### config.mk
export PLATFORM = sky130hd
export DESIGN_NAME = text_fetch
export DESIGN_NICKNAME = d
export VERILOG_FILES = /design/src/rtl/chroni_pkg.sv /design/src/rtl/text_fetch.sv
export SDC_FILE = /design/constraint.sdc
export NUM_CORES = 1
export LEC_CHECK = 0
export ABC_CLOCK_PERIOD_IN_PS = 6950
export BUFFER_PORTS_ARGS = -buffer_cell sky130_fd_sc_hd__clkbuf_2
export CAP_MARGIN = 40
export CORE_ASPECT_RATIO = 0.8
export CORE_MARGIN = 3
export CORE_UTILIZATION = 55
export DETAILED_ROUTE_END_ITERATION = 10
export GPL_TIMING_DRIVEN = 0
export PLACE_DENSITY = 0.82
export REMOVE_ABC_BUFFERS = 1
export SLEW_MARGIN = 10
export SYNTH_ARGS = -nofsm -noshare
export SYNTH_HDL_FRONTEND = slang
export SYNTH_SLANG_ARGS = --single-unit
### constraint.sdc
create_clock -name vga_clk -period 6.95 [get_ports vga_clk]
set_input_delay 0.3475 -clock vga_clk [delete_from_list [all_inputs] [get_ports vga_clk]]
set_output_delay 0.3475 -clock vga_clk [all_outputs]
set_load 0.01 [all_outputs]
### src/rtl/chroni_pkg.sv
`default_nettype none

package chroni_pkg;

   typedef enum logic [1:0] {
      MODE_640X480 = 2'd0,
      MODE_800X600 = 2'd1
   } vga_mode_t;

   typedef enum logic [6:0] {
      REG_ADDR_LO = 7'd0,
      REG_ADDR_HI = 7'd1,
      REG_DATA    = 7'd2,
      REG_STATUS  = 7'd3
   } cpu_reg_t;

   typedef enum logic [2:0] {
      FETCH_IDLE,
      FETCH_TEXT,
      FETCH_TEXT_WAIT,
      FETCH_FONT,
      FETCH_FONT_WAIT,
      FETCH_SHIFT
   } fetch_state_t;

   // 640x480, negative sync
   localparam int   H_TOTAL_640  = 800;
   localparam int   H_SYNC_640   = 96;
   localparam int   H_BP_640     = 48;
   localparam int   H_ACTIVE_640 = 640;
   localparam int   V_TOTAL_640  = 525;
   localparam int   V_SYNC_640   = 2;
   localparam int   V_BP_640     = 33;
   localparam int   V_ACTIVE_640 = 480;
   localparam logic SYNC_POS_640 = 1'b0;
   localparam int   PF_X_640     = 0;
   localparam int   PF_Y_640     = 0;

   // 800x600, positive sync
   localparam int   H_TOTAL_800  = 1056;
   localparam int   H_SYNC_800   = 128;
   localparam int   H_BP_800     = 88;
   localparam int   H_ACTIVE_800 = 800;
   localparam int   V_TOTAL_800  = 628;
   localparam int   V_SYNC_800   = 4;
   localparam int   V_BP_800     = 23;
   localparam int   V_ACTIVE_800 = 600;
   localparam logic SYNC_POS_800 = 1'b1;
   localparam int   PF_X_800     = 80;
   localparam int   PF_Y_800     = 60;

   // playfield in physical pixels, every logical pixel doubled
   localparam int PF_WIDTH    = 640;
   localparam int PF_HEIGHT   = 480;

   localparam int VRAM_ADDR_W = 13;
   localparam int FONT_BASE   = 0;
   localparam int TEXT_BASE   = 1024;
   localparam int TEXT_COLS   = 40;
   localparam int TEXT_ROWS   = 30;
   localparam int LINE_PIXELS = 320;

   localparam logic [4:0] FG_R     = 5'd19;
   localparam logic [5:0] FG_G     = 6'd39;
   localparam logic [4:0] FG_B     = 5'd19;
   localparam logic [4:0] BG_R     = 5'd2;
   localparam logic [5:0] BG_G     = 6'd4;
   localparam logic [4:0] BG_B     = 5'd10;
   localparam logic [4:0] BORDER_R = 5'd4;
   localparam logic [5:0] BORDER_G = 6'd8;
   localparam logic [4:0] BORDER_B = 5'd6;

endpackage

`default_nettype wire
### src/rtl/text_fetch.sv
`timescale 1ns/1ps
`default_nettype none

module text_fetch
   import chroni_pkg::*;
(
   input  logic                   vga_clk,
   input  logic                   reset_n,
   input  logic                   fetch_start,
   input  logic [7:0]             fetch_row,
   output logic                   fetch_req,
   output logic [VRAM_ADDR_W-1:0] fetch_addr,
   input  logic                   fetch_ack,
   input  logic [7:0]             rdata,
   output logic                   wr_en,
   output logic                   wr_half,
   output logic [5:0]             wr_col,
   output logic [7:0]             wr_bits
);

   fetch_state_t           state;
   logic [7:0]             row_q;
   logic [5:0]             col;
   logic [7:0]             code;
   logic [7:0]             glyph;
   logic [VRAM_ADDR_W-1:0] text_addr;
   logic [VRAM_ADDR_W-1:0] font_addr;

   // text is row-major, one text row covers eight glyph rows
   assign text_addr = VRAM_ADDR_W'(TEXT_BASE)
                    + VRAM_ADDR_W'(row_q[7:3]) * VRAM_ADDR_W'(TEXT_COLS)
                    + VRAM_ADDR_W'(col);
   assign font_addr = VRAM_ADDR_W'(FONT_BASE) + VRAM_ADDR_W'({code, row_q[2:0]});

   always_ff @(posedge vga_clk) begin
      if (!reset_n) begin
         state     <= FETCH_IDLE;
         fetch_req <= 1'b0;
         col       <= '0;
      end else begin
         case (state)
            FETCH_IDLE: begin
               if (fetch_start) begin
                  col   <= '0;
                  state <= FETCH_TEXT;
               end
            end
            FETCH_TEXT: begin
               fetch_req <= 1'b1;
               state     <= FETCH_TEXT_WAIT;
            end
            FETCH_TEXT_WAIT: begin
               if (fetch_ack) begin
                  fetch_req <= 1'b0;
                  state     <= FETCH_FONT;
               end
            end
            FETCH_FONT: begin
               fetch_req <= 1'b1;
               state     <= FETCH_FONT_WAIT;
            end
            FETCH_FONT_WAIT: begin
               if (fetch_ack) begin
                  fetch_req <= 1'b0;
                  state     <= FETCH_SHIFT;
               end
            end
            FETCH_SHIFT: begin
               if (col == 6'(TEXT_COLS - 1)) begin
                  state <= FETCH_IDLE;
               end else begin
                  col   <= col + 6'd1;
                  state <= FETCH_TEXT;
               end
            end
            default: state <= FETCH_IDLE;
         endcase
      end
   end

   always_ff @(posedge vga_clk) begin
      if (state == FETCH_IDLE && fetch_start) row_q <= fetch_row;
      if (state == FETCH_TEXT) fetch_addr <= text_addr;
      if (state == FETCH_FONT) fetch_addr <= font_addr;
      if (state == FETCH_TEXT_WAIT && fetch_ack) code <= rdata;
      if (state == FETCH_FONT_WAIT && fetch_ack) glyph <= rdata;
   end

   assign wr_en   = (state == FETCH_SHIFT);
   assign wr_half = row_q[0];
   assign wr_col  = col;
   assign wr_bits = glyph;

   start_idle: assert property (@(posedge vga_clk) disable iff (!reset_n)
      fetch_start |-> state == FETCH_IDLE)
      else $error("fetch_start while a line fetch is still running");

endmodule

`default_nettype wire

* Yosys cells after proc, flatten, opt, wreduce, memory -nomap -nowiden
Index checks and enable logic that the tools add are counted.
** Operators by class
- $add $sub $neg :: 3
- $mul :: 1
- Muxes and demuxes :: 12
- Reductions and logical operators :: 12
- Eq/ne operators :: 11
** Operators by type and width (count)
- $mux 11 :: 2
- $pmux 3 s6 :: 1
- $add 12x6->13 :: 1
- $add 11x11->12 const A :: 1
- $mux 6 :: 2
- $pmux 6 s2 :: 1
- $mux 3 :: 3
- $mul 5x3->8 const B :: 1
- $ne 2x2->1 const B :: 4
- $add 6x1->6 const B :: 1
- $eq 3x2->1 const B :: 2
- $eq 3x3->1 const B :: 2
- $eq 6x6->1 const B :: 1
- $reduce_and 3->1 :: 2
- $reduce_bool 2->1 :: 3
- $reduce_or 2->1 :: 2
- $eq 3x1->1 const B :: 1
- $logic_and 1x1->1 :: 3
- $logic_not 3->1 :: 1
- $mux 1 :: 2
- $ne 2x1->1 const B :: 1
- $pmux 1 s2 :: 1
- $reduce_and 2->1 :: 1
** Word-level totals
- Logic and storage cells :: 47
- Flip-flop bits (word level) :: 47
- Input port bits :: 20

* Logic depth before layout (Yosys ltp)
Gate-level depths: netlist of the first run.
- Word-level depth :: 5
- Gate-level depth with buffers :: 8
- Depth with buffers taken out :: 8

* Worst setup path before layout of the first run
No wires, ideal clock.
- Kind :: register to register
- Start point :: reg row_q[4]
- End point :: reg fetch_addr[9], data pin
- Required time :: 6.692 ns
- Data arrival time :: 1.994 ns
- Setup slack :: 4.698 ns
- Clock period less this slack :: 2.252 ns
- Stages on the path, launching flop included :: 9
- Cell sequence :: edfxtp_1 -> ha_1 -> ha_1 -> fa_1 -> xnor2_1 -> nor2_1 -> o21ai_0 -> xnor2_1 -> a21oi_1
** On the way
- Word-level cells in the longest chain between the ends :: 5
** RTL lines
- start: declaration :: line text_fetch.sv:22 : logic [7:0] row_q;
- start signal: assignment :: line text_fetch.sv:82 : if (state == FETCH_IDLE && fetch_start) row_q <= fetch_row;
- $mul 5x3->8 :: line text_fetch.sv:31 : + VRAM_ADDR_W'(row_q[7:3]) * VRAM_ADDR_W'(TEXT_COLS)
- $add 11x11->12 :: line text_fetch.sv:31
- $add 12x6->13 :: line text_fetch.sv:32 : + VRAM_ADDR_W'(col);
- $mux 11 :: line text_fetch.sv:83 : if (state == FETCH_TEXT) fetch_addr <= text_addr;
- $mux 11 :: line text_fetch.sv:84 : if (state == FETCH_FONT) fetch_addr <= font_addr;
- end signal: assignment :: line text_fetch.sv:83
- end signal: assignment :: line text_fetch.sv:84
- end: declaration :: line text_fetch.sv:12 : output logic [VRAM_ADDR_W-1:0] fetch_addr,
No other way between the ends. The select of a mux whose other input is x is not followed.
A chain may end at the register's enable or synchronous reset.

* Final worst setup path of the first run
Same ends and word-level chain as after synthesis.

==> results of run 1 <==
[cell type report]
class                   count  area [um2]  area share [%]
well taps                  42        52.6            2.17
flip-flops and latches     46        1270            52.4
clock buffers               5        68.8            2.84
multi-input cells          96         703            29.0
inverters                   7        26.3            1.08
repair buffers             50         255            10.5
clock inverters             3        48.8            2.01
[logic make-up (layout without fill, tap and decap cells)]
kind of cell / Yosys count / count (layout) / synth area share [%]
mux: 4 / 4 / 2.19
xor+xnor: 12 / 12 / 5.11
simple gates: 41 / 41 / 10.3
other cells: 1 / 1 / 0.182
compound gates: 26 / 26 / 8.33
buf+inv: 14 / 65 / 4.07
fa+ha+maj: 12 / 12 / 8.02
flops: 46 / 46 / 61.8
[sequential cells by signal, indices dropped and copies added, names as in the netlist]
signal and flops:
wr_col 6, wr_bits 8, fetch_req 1, state 3, fetch_addr 12, row_q 8, code 8
[metrics by stage]
step | worst slack, ns | utilization, % | hold slack (ns)
2_1_floorplan | 4.69 | - | 0.446
3_3_place_gp | 4.36 | 65.2 | 0.489
3_5_place_dp | 4.52 | 65.6 | 0.503
4_1_cts | 4.48 | 69.0 | 0.211
5_1_grt | 4.29 | 69.0 | 0.209
6_report | 4.48 | 69.0 | 0.220
[final timing paths]
path                                      from        endpoint  slack (ns)
worst max-delay path                  row_q[4]   fetch_addr[9]        4.48
worst min-delay path              fetch_row[0]        row_q[0]        0.22
worst max register to register        row_q[4]   fetch_addr[9]        4.48
worst min register to register  fetch_addr[11]  fetch_addr[11]        0.51
[critical path, cell delays in order, from the launching register on]
cell and delay (ns):
edfxtp_1 0.45, ha_1 0.33, ha_1 0.22, fa_1 0.46, xnor2_1 0.29, nor2_1 0.08
o21ai_0 0.15, xnor2_1 0.17, a21oi_1 0.08
[power by group]
group	internal [mW]	switching, mW	total, mW	leakage (nW)
Sequential	0.332	0.0147	0.347	0.413
Combinational	0.0542	0.0694	0.124	0.532
Clock	0.109	0.0934	0.203	0.0563
[routing by layer]
| metal | track usage (%) | wire (um) | vias up |
|---|---|---|---|
| met5 | 0 | 0 | - |
| met4 | 6.35 | 38 | 0 |
| met3 | 6.95 | 253 | 4 |
| met2 | 29.4 | 1930 | 51 |
| met1 | 22.8 | 1590 | 647 |
| li1 | - | - | 660 |
[placed cells by master, fill, tap and decap left out, drive strengths merged, types with 2 or more instances in the layout]
master	n
clkbuf	53
edfxtp	35
nor2	15
a21oi	11
dfxtp	11
ha	10
inv	8
o21ai	7
xor2	7
nand2	7
xnor2	5
mux2	4
nand2b	3
nor2b	2
a21o	2
nor4	2
nand3	2
or3	2
fa	2
buf	2
nor3	2
==> results.json, run 1 <==
{
  "start_util_pct": 58.5,
  "fin_skew_ns": 0.00399,
  "routabilityCongestion": 0.751,
  "drive_above_1_share_pct": 32.9,
  "fin_crit_sh_pct": 35.6,
  "synthMostInstantiatedCell": "edfxtp_1",
  "stdcell_area_um2": 2430,
  "drt.antenna.violating_nets": 0,
  "wire_per_inst_um": 15.3,
  "num_vias": 1362,
  "p_per_area_nw_per_um2": 277,
  "port_buffers": 48,
  "setup_violations": 0,
  "fin_cells": 249,
  "root_buffer": "clkbuf_8",
  "cts_tree": "built",
  "cts_hold_buffers": 0,
  "rows": 19,
  "post-dp-hpwl_um": 2890,
  "cts_buffers": 5,
  "clkTransAtPathRegs_ns": 0.09,
  "drt_iter0_markers": 100,
  "run_status": "complete, no violations",
  "cts_num_sinks": 46,
  "p_leak_nw": 1.00,
  "drc": 0,
  "synth_edf_count": 35,
  "fin_total_pwr_mw": 0.673,
  "synth_top_area_share_pct": 51.1,
  "min_period_ns": 2.47,
  "htree_levels": 2,
  "fmax_mhz": 404,
  "nNetsFinal": 238,
  "cp-end-kind": "register",
  "setup_tns_ns": 0,
  "tightest_slew_ns": 0.706,
  "grt_overflow": 0,
  "max-cap-violations": 0,
  "synth_area_per_cell_um2": 13.2,
  "ys.flop_type": "edfxtp_1",
  "num_antenna_cells": 0,
  "yosysSeqAreaShare_pct": 61.8,
  "place_inst": 241,
  "ys_seq_elements": 46,
  "design.core.area_um2": 3520,
  "grt_use_total_pct": 18.3,
  "netlist_instances": 156,
  "synth_cell_type_count": 37,
  "synth_common_cells": "edfxtp_1 (35), nor2_1 (15), a21oi_1 (11), dfxtp_1 (11), ha_1 (10)",
  "ir_drop_v": 0.000179,
  "clkLatencyLatePin_ns": 0.30,
  "crit_required_ns": 6.99,
  "grt_pass1_wl_um": 5970,
  "cp.arrival_ns": 2.52,
  "synth_area_leaders": "edfxtp_1 (51%), dfxtp_1 (11%), ha_1 (6.1%), xor2_1 (3.0%), nor2_1 (2.7%)",
  "critical_path_class": "register to register",
  "worstRegToRegCells": 8,
  "ctsResizeCount": 0,
  "ys_async_sr_fraction_pct": 0,
  "postPlaceCellArea_um2": 2310,
  "slew_violations": 0,
  "die-area_um2": 4520,
  "grt_max_degree": 20,
  "finalHoldViolations": 0,
  "num_io_pins": 50,
  "die_y_um": 60.7,
  "viasPerCell": 5.47,
  "dr.pass1.iters": 4,
  "syn2layout_area_growth_pct": 17.9,
  "hold_depth": 1,
  "maxSlewHeadroom_pct": 52.8,
  "die_w_um": 74.4,
  "worstHoldPathType": "primary input to register",
  "grt_pass1_vias": 1312,
  "synth_largest_area_cell": "edfxtp_1",
  "fill_cells": 255,
  "ys_warn_count": 0,
  "grt_setup_unrepaired": "false",
  "start_kind": "register",
  "cp_max_fo": 3,
  "cts.path.max_buffers": 2,
  "post_cts_buffers": 0,
  "antenna_found_initial": 0,
  "syn_area_um2": 2060,
  "drt_wl_total_um": 3810
}
(Power assumes the default switching activity.)
==> run 2, diff against run 1 <==
ABC_CLOCK_PERIOD_IN_PS = 2500   (was 6950)
CORE_UTILIZATION = 52   (was 55)
PLACE_DENSITY = 0.78   (was 0.82)
clock period = 2.5 ns   (was 6.95 ns; I/O delays follow)
==> run 2 against run 1 <==
Combinational power grew to 3.1 times the previous value. Clock power grew to 2.7 times the previous value. Setup slack got worse by 4.3 ns. First-iteration DRC count grew 28%. Die area increased by 5.2%. Fmax increased by 4.6%. Critical path type unchanged.
==> results.json, run 2 (synthesis results as in run 1) <==
{
  "die-area_um2": 4750,
  "routabilityCongestion": 0.831,
  "crit_required_ns": 2.54,
  "drc": 0,
  "wire_per_inst_um": 14.7,
  "cp.arrival_ns": 2.40,
  "grt_overflow": 0,
  "final_common_cell": "clkbuf_2",
  "dr.pass1.iters": 4,
  "die_y_um": 62.3,
  "largest_reg_flops": 12,
  "root_buffer": "clkbuf_8",
  "fmax_mhz": 423,
  "tightest_slew_ns": 0.718,
  "start_util_pct": 57.0,
  "setup_violations": 0,
  "ir_drop_v": 0.000494,
  "grt_setup_unrepaired": "false",
  "maxSlewHeadroom_pct": 52.0,
  "path_cells": "ha_1 > ha_1 > fa_2 > nand2_2 > nor2_1 > o21ai_1 > xnor2_1 > a21oi_1",
  "htree_levels": 2,
  "num_vias": 1362,
  "layout_common_cells": "clkbuf_2 (48), edfxtp_1 (35), nor2_1 (15)",
  "critPathMaxStageDelay_ns": 0.58,
  "cp-end-kind": "register",
  "critical_path_class": "register to register",
  "cts_tree": "built",
  "p_leak_nw": 1.04,
  "clkTransAtPathRegs_ns": 0.08,
  "p_per_area_nw_per_um2": 747,
  "fin_crit_sh_pct": 94.6,
  "num_io_pins": 50,
  "rows": 19,
  "fill_cells": 266,
  "fin_skew_ns": 0.00271,
  "viasPerCell": 5.08,
  "post-dp-hpwl_um": 2950,
  "max-cap-violations": 0,
  "drive_above_1_share_pct": 33.3,
  "worstHoldPathType": "primary input to register",
  "finalHoldViolations": 0,
  "grt_max_degree": 20,
  "grt_use_total_pct": 17.6,
  "place_inst": 251,
  "grt_pass1_vias": 1331,
  "drt.antenna.violating_nets": 0,
  "run_status": "complete, no violations",
  "grt_pass1_wl_um": 6650,
  "drt_wl_total_um": 3950,
  "cts.path.max_buffers": 2,
  "fin_cells": 268,
  "crit_path_frequent_cell": "ha_1",
  "cts_buffers": 5,
  "setup_tns_ns": 0,
  "cp_slowest_cell": "fa_2",
  "clkLatencyLatePin_ns": 0.29,
  "cp_max_fo": 3,
  "num_antenna_cells": 0,
  "nNetsFinal": 247,
  "syn2layout_area_growth_pct": 22.7,
  "port_buffers": 48,
  "antenna_found_initial": 0,
  "design.core.area_um2": 3610,
  "cts_num_sinks": 46,
  "start_kind": "register",
  "slew_violations": 0,
  "min_period_ns": 2.36,
  "drt_iter0_markers": 128,
  "regMostFlops": "fetch_addr",
  "die_w_um": 76.3
}
==> run 2: final cells by class <==
cell class              instances  area (um2)  share of cell area (%)
inverters                       7        26.3                    1.04
multi-input cells              96         716                    28.3
flip-flops and latches         46        1270                    50.3
well taps                      52        65.1                    2.58
clock buffers                   6        72.6                    2.87
clock inverters                 2        37.5                    1.49
repair buffers                 59         338                    13.4
==> run 2: path summary, 6_finish.rpt <==
check | startpoint | to | slack [ns] | depth (start not counted)
setup reg to reg | row_q[4] | fetch_addr[9] | 0.14 | 8
hold / removal | fetch_row[7] | row_q[7] | 0.01 | 1
hold reg to reg | fetch_addr[11] | fetch_addr[11] | 0.50 | 1
setup / recovery | row_q[4] | fetch_addr[9] | 0.14 | 8
==> run 2: metal layers <==
layer  track usage [%]  vias up  routed length (um)
met5                 0        -                   0
met4              6.11        0                  59
met3              5.20        7                 226
met2              28.7       46                1970
met1              22.5      635                1700
li1                  -      674                   -
==> run 2: what timing repair did <==
action	CTS	global route
pin swaps	0	2
endpoints found under the setup margin	1	2
hold buffers	3	4
gates resized for setup	1	3
endpoints found under the hold margin	3	4
gates cloned	0	0
setup buffers	1	1
==> run 2: per-stage QoR <==
step / util (%) / power (mW) / hold WS (ns) / setup WS, ns / instance area, um2
finish: 69.9 / 1.89 / 0.0113 / 0.136 / 2530
CTS: 68.5 / 1.88 / 0.00179 / 0.0400 / 2470
global route: 69.9 / 1.99 / 0.000561 / 0.0330 / 2530
global placement: 63.8 / 1.30 / 0.303 / -0.0640 / 2310
detailed placement: 64.2 / 1.33 / 0.304 / 0.00293 / 2320
floorplan: - / 1.20 / 0.224 / 0.237 / 2000
==> run 2: critical path, delay by kind of cell (launching register included) <==
kind / cells / cell delay [ns]
AO/OA/AOI/OAI: 2 / 0.20
XOR/XNOR: 1 / 0.21
adder cells (fa/ha/maj): 3 / 1.11
flip-flops: 1 / 0.42
AND/OR/NAND/NOR: 2 / 0.17
==> run 2: power breakdown <==
group,internal [mW],switching [mW]
logic,0.177,0.207
clock network,0.298,0.241
registers,0.923,0.0423
==> run 3, diff against run 2 <==
CELL_PAD_IN_SITES_DETAIL_PLACEMENT = 1   (was unset)
CELL_PAD_IN_SITES_GLOBAL_PLACEMENT = 2   (was unset)
CORE_UTILIZATION = 35   (was 52)
PLACE_DENSITY = unset   (was 0.78)
PLACE_DENSITY_LB_ADDON = 0.1   (was unset)
==> run 3 against run 2 <==
Sequential share of layout area up 1.1 points. First-iteration DRC count decreased by 59%. Clock-buffer cell count down 1. Design area is 2.1% lower. Register-to-register slack better by 0.04 ns. Die area grew 44%. Power fell by 0.47%. Cell count increased by 6.3%. Flip-flop and latch count did not move. Sequential power barely moved. Non-clock buffer count is 9 lower. Hold slack lost 0.0022 ns. Critical path type unchanged. Critical endpoint unchanged.
==> results.json, run 3 (synthesis results as in run 1) <==
{
  "crit_path_frequent_cell": "ha_1",
  "cts_buffers": 5,
  "use_met3_pct": 4.15,
  "p_comb_share_pct": 18.9,
  "fin_crit_sh_pct": 93.0,
  "drive_above_1_share_pct": 33.8,
  "run_status": "complete, no violations",
  "rr_startpoint": "row_q[6]",
  "r2r_setup_slack_ns": 0.17,
  "start_kind": "register",
  "worstRegToRegCells": 8,
  "cp.arrival_ns": 2.36,
  "fin_skew_ns": 0.00902,
  "postPlaceCellArea_um2": 2350,
  "busiest_layer": "met2",
  "drt_iter0_markers": 53,
  "intPower_mw": 1.38,
  "start_util_pct": 37.0,
  "num_io_pins": 50,
  "fmax_mhz": 430,
  "p_leak_nw": 1.01,
  "hp-start": "fetch_row[2]",
  "grt_pass1_wl_um": 7130,
  "cp_max_fo": 3,
  "root_buffer": "clkbuf_8",
  "tightest_slew_ns": 0.817,
  "design.core.area_um2": 5560,
  "crit_buf_inv": 0,
  "grt_overflow": 0,
  "routabilityCongestion": 0.739,
  "max-cap-violations": 0,
  "final_common_cell": "clkbuf_2",
  "path_cells": "ha_1 > ha_1 > fa_1 > nand2_1 > nor2_1 > o21ai_1 > xnor2_1 > a21oi_1",
  "grt_use_met2_pct": 20.6,
  "cts.path.max_buffers": 2,
  "worstHoldPathType": "primary input to register",
  "port_buffers": 48,
  "reg2reg_to": "fetch_addr[9]",
  "seqPwrFrac_pct": 51.5,
  "fill_cells": 607,
  "drc": 0,
  "clkLatencyLatePin_ns": 0.29,
  "layout_common_cells": "clkbuf_2 (48), edfxtp_1 (35), nor2_1 (15)",
  "drt_wl_total_um": 4280,
  "hold_depth": 1,
  "slew_violations": 0,
  "hold-path-endpoint": "row_q[2]",
  "fin_total_pwr_mw": 1.88,
  "p_sw_share_pct": 26.7,
  "ir_drop_v": 0.000353,
  "die_y_um": 74.6,
  "rows": 24,
  "use_met1_pct": 19.3,
  "path_delay_family": "adder cells",
  "min_period_ns": 2.33,
  "largest_reg_flops": 12,
  "crit_required_ns": 2.53,
  "setup_violations": 0,
  "cts_tree": "built",
  "num_vias": 1315,
  "regMostFlops": "fetch_addr",
  "num_antenna_cells": 0,
  "nNetsFinal": 238,
  "clkPwrFrac_pct": 29.6,
  "die-area_um2": 6840,
  "maxSlewHeadroom_pct": 45.3,
  "clkTransAtPathRegs_ns": 0.09,
  "cts_num_sinks": 46,
  "viasPerCell": 4.61,
  "cp-end-kind": "register",
  "antenna_found_initial": 0,
  "power.switching_mw": 0.501,
  "grt_max_degree": 20,
  "die_w_um": 91.7,
  "stdcell_area_um2": 2470,
  "critPathMaxStageDelay_ns": 0.54,
  "drt.antenna.violating_nets": 0,
  "critical_path_class": "register to register",
  "grt_pass1_vias": 1385,
  "grt_use_total_pct": 13.5,
  "htree_levels": 2,
  "post-dp-hpwl_um": 3220,
  "wire_per_inst_um": 15.0,
  "startpoint": "row_q[6]",
  "cp_slowest_cell": "fa_1",
  "syn2layout_area_growth_pct": 20.2,
  "grt_setup_unrepaired": "false",
  "finalHoldViolations": 0,
  "dr.pass1.iters": 4,
  "p_per_area_nw_per_um2": 760
}
run 3: metrics by stage:
step	worst slack (ns)	utilization, %	cells	setup TNS [ns]	hold WS, ns
floorplan	0.237	-	149	0	0.224
global placement	-0.264	42.1	275	-2.07	0.306
detailed placement	-0.0371	42.2	276	-0.0371	0.305
CTS	0.0410	44.5	285	0	0.00282
global route	0.0119	44.5	285	0	0.00207
finish	0.174	44.5	285	0	0.00912
run 3: worst register-to-register path: cells and delay by family (launching register included):
| family | cells | cell delay (ns) |
|---|---|---|
| AND/OR/NAND/NOR | 2 | 0.21 |
| AO/OA/AOI/OAI | 2 | 0.20 |
| XOR/XNOR | 1 | 0.19 |
| flip-flops | 1 | 0.41 |
| adder cells (fa/ha/maj) | 3 | 1.06 |
run 3: area by class of cell:
class	count	area, um2	share of cell area [%]
Inverter	7	26.3	1.06
Multi-Input combinational cell	96	713	28.8
Timing Repair Buffer	50	253	10.2
Clock buffer	5	68.8	2.78
Clock inverter	3	43.8	1.77
Tap cell	78	97.6	3.95
Sequential cell	46	1270	51.4
run 3: worst max-delay path by stage:
| stage | to | slack, ns | cells after the start |
|---|---|---|---|
| 2_1_floorplan | fetch_addr[9] | 0.24 | 8 |
| 3_3_place_gp | fetch_addr[1] | -0.26 | 3 |
| 3_5_place_dp | fetch_addr[9] | -0.04 | 8 |
| 4_1_cts | fetch_addr[9] | 0.04 | 8 |
| 5_1_grt | fetch_addr[1] | 0.01 | 3 |
| 6_report | fetch_addr[9] | 0.17 | 8 |
run 3: per-layer routing:
metal,wire length (um),part of all wire [%],vias to the layer above
li1,-,-,652
met3,211,4.9,4
met1,2130,50,626
met2,1920,45,33
met4,25,0.58,0
met5,0,0,-
run 3: repair_timing:
item | CTS | global route
setup buffers | 1 | 0
pin swaps | 0 | 2
resized for setup | 1 | 1
endpoints found under the setup margin | 1 | 2
hold buffers | 0 | 0
run 3: power groups by stage:
stage	Combinational [mW]	Clock (mW)	Sequential, mW
4_1_cts	0.363	0.576	0.968
2_1_floorplan	0.205	0	0.997
3_3_place_gp	0.336	0	0.984
6_report	0.355	0.557	0.967
5_1_grt	0.404	0.602	0.979
3_5_place_dp	0.347	0	0.987
